## src/rtl/sram_pkg.sv

```systemverilog
//----------------------------------------------------------
// sram geometry
// word depth, index width and the two views of a data word
//----------------------------------------------------------
`default_nettype none

package sram_pkg;

  localparam int DEPTH   = 64;
  localparam int INDEX_W = 6;
  localparam int LANES   = 4;

  // one memory word, seen whole or as byte lanes
  // lane 0 is the least significant byte
  typedef union packed {
    logic [31:0]          word;
    logic [LANES-1:0][7:0] lanes;
  } word_u;

endpackage

`default_nettype wire

```

## src/rtl/ahb_pkg.sv

```systemverilog
//----------------------------------------------------------
// ahb bus definitions
// transfer, size and response encodings, bus widths and
// the control word carried from address to data phase
//----------------------------------------------------------
`default_nettype none

package ahb_pkg;

  // bus widths
  localparam int ADDR_W = 32;
  localparam int DATA_W = 32;

  //----------------------------------------------------------
  // protocol encodings
  //----------------------------------------------------------
  typedef enum logic [1:0] {
    IDLE   = 2'b00,
    BUSY   = 2'b01,
    NONSEQ = 2'b10,
    SEQ    = 2'b11
  } htrans_t;

  // encodings above word stay unnamed, they are illegal here
  typedef enum logic [2:0] {
    BYTE = 3'b000,
    HALF = 3'b001,
    WORD = 3'b010
  } hsize_t;

  typedef enum logic {
    OKAY  = 1'b0,
    ERROR = 1'b1
  } hresp_t;

  //----------------------------------------------------------
  // data-phase control
  //----------------------------------------------------------
  typedef struct packed {
    logic                          xfer;
    logic                          err;
    logic                          write;
    logic [sram_pkg::INDEX_W-1:0]  index;
    logic [sram_pkg::LANES-1:0]    byte_en;
  } dphase_t;

endpackage

`default_nettype wire

```

## src/rtl/ahb_addr_decode.sv

```systemverilog
//----------------------------------------------------------
// ahb address-phase decoder
// samples an accepted address phase, checks range,
// alignment and size, and hands the result on as the
// control word for the data phase
//----------------------------------------------------------
`default_nettype none

module ahb_addr_decode (
  input  wire logic              HCLK,
  input  wire logic              HRESETn,
  input  wire logic              hsel,
  input  wire logic [ahb_pkg::ADDR_W-1:0] haddr,
  input  wire ahb_pkg::htrans_t  htrans,
  input  wire logic              hwrite,
  input  wire ahb_pkg::hsize_t   hsize,
  input  wire logic              hready,
  output ahb_pkg::dphase_t       dphase
);

  logic                          is_xfer;
  logic                          out_of_range;
  logic                          misaligned;
  logic                          oversize;
  logic [sram_pkg::LANES-1:0]    lanes;
  ahb_pkg::dphase_t              dphase_d;

  //----------------------------------------------------------
  // legality and lane decode
  //----------------------------------------------------------
  always_comb begin
    is_xfer = hsel && (htrans == ahb_pkg::NONSEQ || htrans == ahb_pkg::SEQ);

    // word index plus every address bit above it
    out_of_range = haddr[ahb_pkg::ADDR_W-1:2] >= (ahb_pkg::ADDR_W-2)'(sram_pkg::DEPTH);

    misaligned = 1'b0;
    lanes      = '0;
    case (hsize)
      ahb_pkg::BYTE: begin
        lanes = sram_pkg::LANES'(1) << haddr[1:0];
      end
      ahb_pkg::HALF: begin
        misaligned = haddr[0];
        lanes      = sram_pkg::LANES'(3) << {haddr[1], 1'b0};
      end
      ahb_pkg::WORD: begin
        misaligned = |haddr[1:0];
        lanes      = '1;
      end
      default: begin
        lanes = '0;
      end
    endcase

    oversize = hsize > ahb_pkg::WORD;

    // empty unless a transfer is seen
    dphase_d = '0;
    if (is_xfer) begin
      if (out_of_range || misaligned || oversize) begin
        dphase_d.err = 1'b1;
      end else begin
        dphase_d.xfer    = 1'b1;
        dphase_d.write   = hwrite;
        dphase_d.index   = haddr[2 +: sram_pkg::INDEX_W];
        dphase_d.byte_en = lanes;
      end
    end
  end

  //----------------------------------------------------------
  // address to data phase register
  //----------------------------------------------------------
  // holds while a wait state stretches the data phase
  always_ff @(posedge HCLK or negedge HRESETn) begin
    if (!HRESETn) begin
      dphase <= '0;
    end else if (hready) begin
      dphase <= dphase_d;
    end
  end

endmodule

`default_nettype wire

```

## src/rtl/sram_array.sv

```systemverilog
//----------------------------------------------------------
// sram storage array
// register-file words with byte-lane writes at the end of
// the data phase and an asynchronous word read
//----------------------------------------------------------
`default_nettype none

module sram_array (
  input  wire logic              HCLK,
  input  wire logic              HRESETn,
  input  wire ahb_pkg::dphase_t  dphase,
  input  wire sram_pkg::word_u   hwdata,
  output sram_pkg::word_u        rdata
);

  sram_pkg::word_u mem [sram_pkg::DEPTH];

  logic wr_en;

  // only legal writes reach the array
  assign wr_en = dphase.xfer && dphase.write;

  //----------------------------------------------------------
  // write port
  //----------------------------------------------------------
  always_ff @(posedge HCLK or negedge HRESETn) begin
    if (!HRESETn) begin
      for (int i = 0; i < sram_pkg::DEPTH; i++) begin
        mem[i] <= '0;
      end
    end else if (wr_en) begin
      // merge enabled lanes, the rest keep their old bytes
      for (int l = 0; l < sram_pkg::LANES; l++) begin
        if (dphase.byte_en[l]) begin
          mem[dphase.index].lanes[l] <= hwdata.lanes[l];
        end
      end
    end
  end

  //----------------------------------------------------------
  // read port
  //----------------------------------------------------------
  // indexed word is always visible, response stage qualifies it
  assign rdata = mem[dphase.index];

endmodule

`default_nettype wire

```

## src/rtl/ahb_resp_gen.sv

```systemverilog
//----------------------------------------------------------
// ahb response stage
// drives hreadyout, hresp and hrdata for the data phase,
// stretching an illegal transfer into the two-cycle error
//----------------------------------------------------------
`default_nettype none

module ahb_resp_gen (
  input  wire logic              HCLK,
  input  wire logic              HRESETn,
  input  wire ahb_pkg::dphase_t  dphase,
  input  wire sram_pkg::word_u   rdata,
  output logic [ahb_pkg::DATA_W-1:0] hrdata,
  output logic                   hreadyout,
  output ahb_pkg::hresp_t        hresp
);

  // high in the second cycle of an error response
  logic err_second;
  logic rd_hit;

  //----------------------------------------------------------
  // error sequencing
  //----------------------------------------------------------
  // first error cycle sets the flag, the next one clears it
  always_ff @(posedge HCLK or negedge HRESETn) begin
    if (!HRESETn) begin
      err_second <= 1'b0;
    end else begin
      err_second <= dphase.err && !err_second;
    end
  end

  //----------------------------------------------------------
  // response outputs
  //----------------------------------------------------------
  assign rd_hit = dphase.xfer && !dphase.write;

  always_comb begin
    // wait state only in the first error cycle
    hreadyout = !(dphase.err && !err_second);

    if (dphase.err) begin
      hresp = ahb_pkg::ERROR;
    end else begin
      hresp = ahb_pkg::OKAY;
    end

    // zero outside a legal read
    if (rd_hit) begin
      hrdata = rdata.word;
    end else begin
      hrdata = '0;
    end
  end

endmodule

`default_nettype wire

```

## src/rtl/ahb_sram.sv

```systemverilog
//----------------------------------------------------------
// ahb-lite sram subordinate
// zero-wait single transfers into a 64-word memory,
// with the two-cycle error for illegal transfers
//----------------------------------------------------------
`default_nettype none

module ahb_sram (
  input  wire logic              HCLK,
  input  wire logic              HRESETn,
  input  wire logic              hsel,
  input  wire logic [ahb_pkg::ADDR_W-1:0] haddr,
  input  wire ahb_pkg::htrans_t  htrans,
  input  wire logic              hwrite,
  input  wire ahb_pkg::hsize_t   hsize,
  input  wire logic [ahb_pkg::DATA_W-1:0] hwdata,
  input  wire logic              hready,
  output logic [ahb_pkg::DATA_W-1:0] hrdata,
  output logic                   hreadyout,
  output ahb_pkg::hresp_t        hresp
);

  ahb_pkg::dphase_t  dphase;
  sram_pkg::word_u   rdata;

  // address phase in, control word out
  ahb_addr_decode u_decode (
    .HCLK    (HCLK),
    .HRESETn (HRESETn),
    .hsel    (hsel),
    .haddr   (haddr),
    .htrans  (htrans),
    .hwrite  (hwrite),
    .hsize   (hsize),
    .hready  (hready),
    .dphase  (dphase)
  );

  sram_array u_array (
    .HCLK    (HCLK),
    .HRESETn (HRESETn),
    .dphase  (dphase),
    .hwdata  (hwdata),
    .rdata   (rdata)
  );

  ahb_resp_gen u_resp (
    .HCLK      (HCLK),
    .HRESETn   (HRESETn),
    .dphase    (dphase),
    .rdata     (rdata),
    .hrdata    (hrdata),
    .hreadyout (hreadyout),
    .hresp     (hresp)
  );

endmodule

`default_nettype wire

```

## config.mk

```make
export PLATFORM = sky130hd
export DESIGN_NAME = ahb_sram
export DESIGN_NICKNAME = d
export VERILOG_FILES = /design/src/rtl/sram_pkg.sv /design/src/rtl/ahb_pkg.sv /design/src/rtl/ahb_addr_decode.sv /design/src/rtl/sram_array.sv /design/src/rtl/ahb_resp_gen.sv /design/src/rtl/ahb_sram.sv
export SDC_FILE = /design/constraint.sdc
export NUM_CORES = 2
export LEC_CHECK = 0
export BUFFER_PORTS_ARGS = -buffer_cell sky130_fd_sc_hd__clkbuf_2
export CORE_ASPECT_RATIO = 1.2
export CORE_MARGIN = 4
export CORE_UTILIZATION = 60
export CTS_CLUSTER_SIZE = 30
export DETAILED_ROUTE_END_ITERATION = 10
export GPL_TIMING_DRIVEN = 1
export HOLD_SLACK_MARGIN = 0.15
export PLACE_DENSITY = 0.76
export SLEW_MARGIN = 30
export SYNTH_ARGS = -nofsm -noshare
export SYNTH_HDL_FRONTEND = slang
export SYNTH_SLANG_ARGS = --single-unit
```

## constraint.sdc

```tcl
create_clock -name HCLK -period 3.3 [get_ports HCLK]
set_clock_uncertainty 0.05 [all_clocks]
set_input_delay 0.66 -clock HCLK [delete_from_list [all_inputs] [get_ports HCLK]]
set_output_delay 0.66 -clock HCLK [all_outputs]
set_load 0.02 [all_outputs]
```

==> key figures <==
STA
  • Period utilization: 131%
  • Final worst slack: -1.02 ns
  • Slew Limit Fails: 0
  • Worst-Margin Slew: 1.01 ns
  • Rel. slew slack: 32.5%
  • RSZ-0062 raised after global routing: yes
  • Final hold vios: 0
  • Setup-failing EPs final: 87
  • Post-route minimum period: 4.32 ns
  • Max Fclk: 0.232 GHz
  • Setup TNS: -32.51 ns

Setup path
  • CP dominant cell by count: buf_12
  • Crit-path cells: buf_4, buf_12, buf_16, buf_12, mux2_2, a222oi_1, a21oi_1, nor2_1, a31oi_4, buf_6
  • Worst setup EP type: output port
  • Delay-heaviest family, CP: buffers and inverters
  • Slowest CP cell: dfrtp_4
  • CP Launch Type: flop
  • CP peak stage delay: 0.51 ns
  • Worst Setup Path Type: flop to output port
  • Crit path DAT: around 3.6 ns
  • CP required: roughly 2.6 ns
  • Crit path buf inv count: 5
  • Crit Path Max Fanout: 20

Final layout
  • Syn-to-layout area delta: 21.7%
  • Post-Layout Cell Count: approximately 9700
  • Layout cells sized above 1: 53.2%
  • # fillers: approximately 9400
  • Final net count: about 7500

Global route
  • GRT Max-Usage Layer: met2
  • Global route overflow: 0
  • Total GRT Usage: 37.0%
  • Pin count of the biggest net entering global routing: 147
  • Met1 GRT Util: 47.0%
  • First-pass GRT wire length: roughly 450 mm
  • Met3 Usage GRT: just under 10%
  • Vias in the first global route: 68300
  • Initial antenna violation count: 10
  • GR Util met2: 56.1%

Synthesis
  • Post-Syn Nets: 6898
  • Post-synth EDFFs: 0
  • Synth area leaders: dfrtp_1 55%, mux2_2 25%, mux4_2 2.7%
  • Seq cells post-synth: 2062
  • Syn Inst Count: 6824
  • Share of the synthesized area in the top cell type: 55.2%
  • Top-count cell post-synth: mux2_2
  • Synth Warn #: 0
  • Post-synthesis sequential area ratio: 55.2%
  • Mapped cell area: between 90000 and 100000 µm²
  • Syn_area_per_cell: 13.7 µm²
  • Post-synth top area cell: dfrtp_1
  • Number of distinct library cells after synthesis: 59
  • Post-synth ARST share: 100%
  • Commonest cells post-synth: 2098 x mux2_2, 2062 x dfrtp_1, 324 x clkbuf_1
  • Top_reg_cell synth: dfrtp_1

Run status
  • Violated checks: setup timing
  • Status: complete, but fails checks

Power and ir drop
  • Pwr Density: 450 nW/µm²
  • Leakage: 50.9 nW
  • Peak supply drop: about 0.63 mV

Floorplanning
  • Num ports: 108
  • Core Region: 155000 µm²
  • Initial Utilization: 60.4%
  • Die area: 162000 µm²
  • Die Ht: between 400 and 500 µm
  • Site Rows: 158
  • Die width: 368 µm

Clocking
  • Clock Pin Slew Worst Setup and Hold Paths: around 0.06 ns
  • Num CTS Buffers: 198
  • Clock latency on the worst-skew pair: around 0.86 ns
  • Max Buffers Root-to-Sink: 3
  • Clock Tree Root: clkbuf_16
  • TritonCTS clock tree: done
  • Num Clock Sinks: 2062
  • H-tree depth: 4

Drt
  • # DRC: 0
  • Antenna-violating nets left: 0
  • Pre-antenna DRT Iters: 6
  • Routed Wire Length: 315 mm
  • Initial DRC Count: 7722
  • DR WL/cell: 32.4 µm
  • Via count: 67300
  • Vias per cell: 6.93

Run
  • Max-cap viol count: 0

Placed design
  • RePlAce Congestion: 0.972
  • Final HPWL DP: approximately 200 mm
  • Placed insts: 9194
  • Port bufs: 106

Min path
  • Hold WC Path Type: input pin to flop
-- path summary, 6_finish.rpt --
kind                       cells after the start  slack, ns                 end                from
setup / recovery                              10      -1.02          hrdata[11]  u_decode.dphase[6]
hold / removal                                 3       0.19  u_decode.dphase[1]            haddr[1]
setup reg to reg                              11      -0.17   u_array.mem[2013]  u_decode.dphase[5]
hold reg to reg                                1       0.43    u_array.mem[606]    u_array.mem[606]
max in group asynchronous                      3       1.62    u_array.mem[693]             HRESETn
min in group asynchronous                      2       0.34   u_array.mem[1434]             HRESETn
-- kinds of logic (layout without fill, tap and decap cells) --
family                 after synthesis  after routing  share of synthesized area [%]
other                                0              7                              0
and+or+nand+nor                    670            670                           3.45
DFF                               2062           2062                           55.2
muxes                             2419           2419                           30.2
buffers and inverters              575           1382                           2.60
AOI/OAI and AO/OA                 1098           1098                           8.47
-- report_power, final --
group | switching (mW) | internal, mW
registers | 0.258 | 25.7
logic | 1.31 | 0.727
clock network | 9.96 | 13.1
-- routing by layer --
layer,routed length [µm],up-vias,part of all wire (%)
li1,-,26800,-
met1,115000,35300,36
met2,142000,4181,45
met3,32500,1073,10
met4,25300,4,8.0
met5,71,-,0.023
-- state kept, by name (all words and copies together), names as in the netlist --
register and flops:
u_resp.err_second 1, u_array.mem 2048, u_decode.dphase 13
-- worst min-delay path, delay by kind of cell --
kind / cells / cell delay, ns
buffers and inverters: 1 / 0.11
AOI/OAI and AO/OA: 2 / 0.30
-- metrics by stage --
step | hold slack [ns] | setup slack, ns | util [%] | area [µm²] | power [mW]
floorplan | 0.314 | 0.355 | - | 93400 | 27.3
global placement | 0.413 | -0.462 | 65.8 | 102000 | 28.2
detailed placement | 0.422 | -0.452 | 65.8 | 102000 | 28.3
CTS | 0.159 | -1.08 | 71.3 | 110000 | 51.1
global route | 0.191 | -1.05 | 73.5 | 114000 | 52.4
finish | 0.195 | -1.02 | 73.5 | 114000 | 51.1
-- timing repair --
| action | CTS | global route |
|---|---|---|
| hold endpoints to repair | 118 | 0 |
| gates resized for setup | 260 | 520 |
| hold buffers | 15 | 0 |
| endpoints found under the setup margin | 48 | 108 |
| setup buffers | 49 | 86 |
| cloned | 9 | 21 |
| pin swaps | 39 | 166 |
-- final cells by class --
cell class,instances,area (µm²),share of cell area (%)
Inverter,7,35.0,0.0308
Multi-Input combinational cell,4187,42300,37.2
Clock inverter,60,719,0.633
Sequential cell,2062,51600,45.4
Clock buffer,299,5810,5.11
Timing Repair Buffer,1016,10600,9.32
Tap cell,2080,2600,2.29
Antenna cell,7,17.5,0.0154
-- layout by cell type, fill, tap and decap left out, types with 18 or more instances in the layout --
cell / n
dfrtp_1: 2059
buf_6: 76
clkbuf_8: 44
mux4_2: 110
nor2_1: 212
a221oi_2: 62
a31oi_4: 19
a22o_1: 65
buf_8: 22
mux2i_1: 156
buf_12: 148
nand2_1: 161
o22ai_1: 92
a21oi_1: 128
nor2_2: 167
a22oi_2: 33
a221oi_1: 205
clkinv_2: 34
clkbuf_2: 75
o21ai_2: 21
o21ai_1: 50
buf_16: 18
clkbuf_1: 56
a21oi_2: 39
clkbuf_16: 221
mux2_2: 2098
a22oi_1: 210
buf_4: 637
o21ai_0: 38
mux2_1: 26
Power figures use the tool's default switching activity.
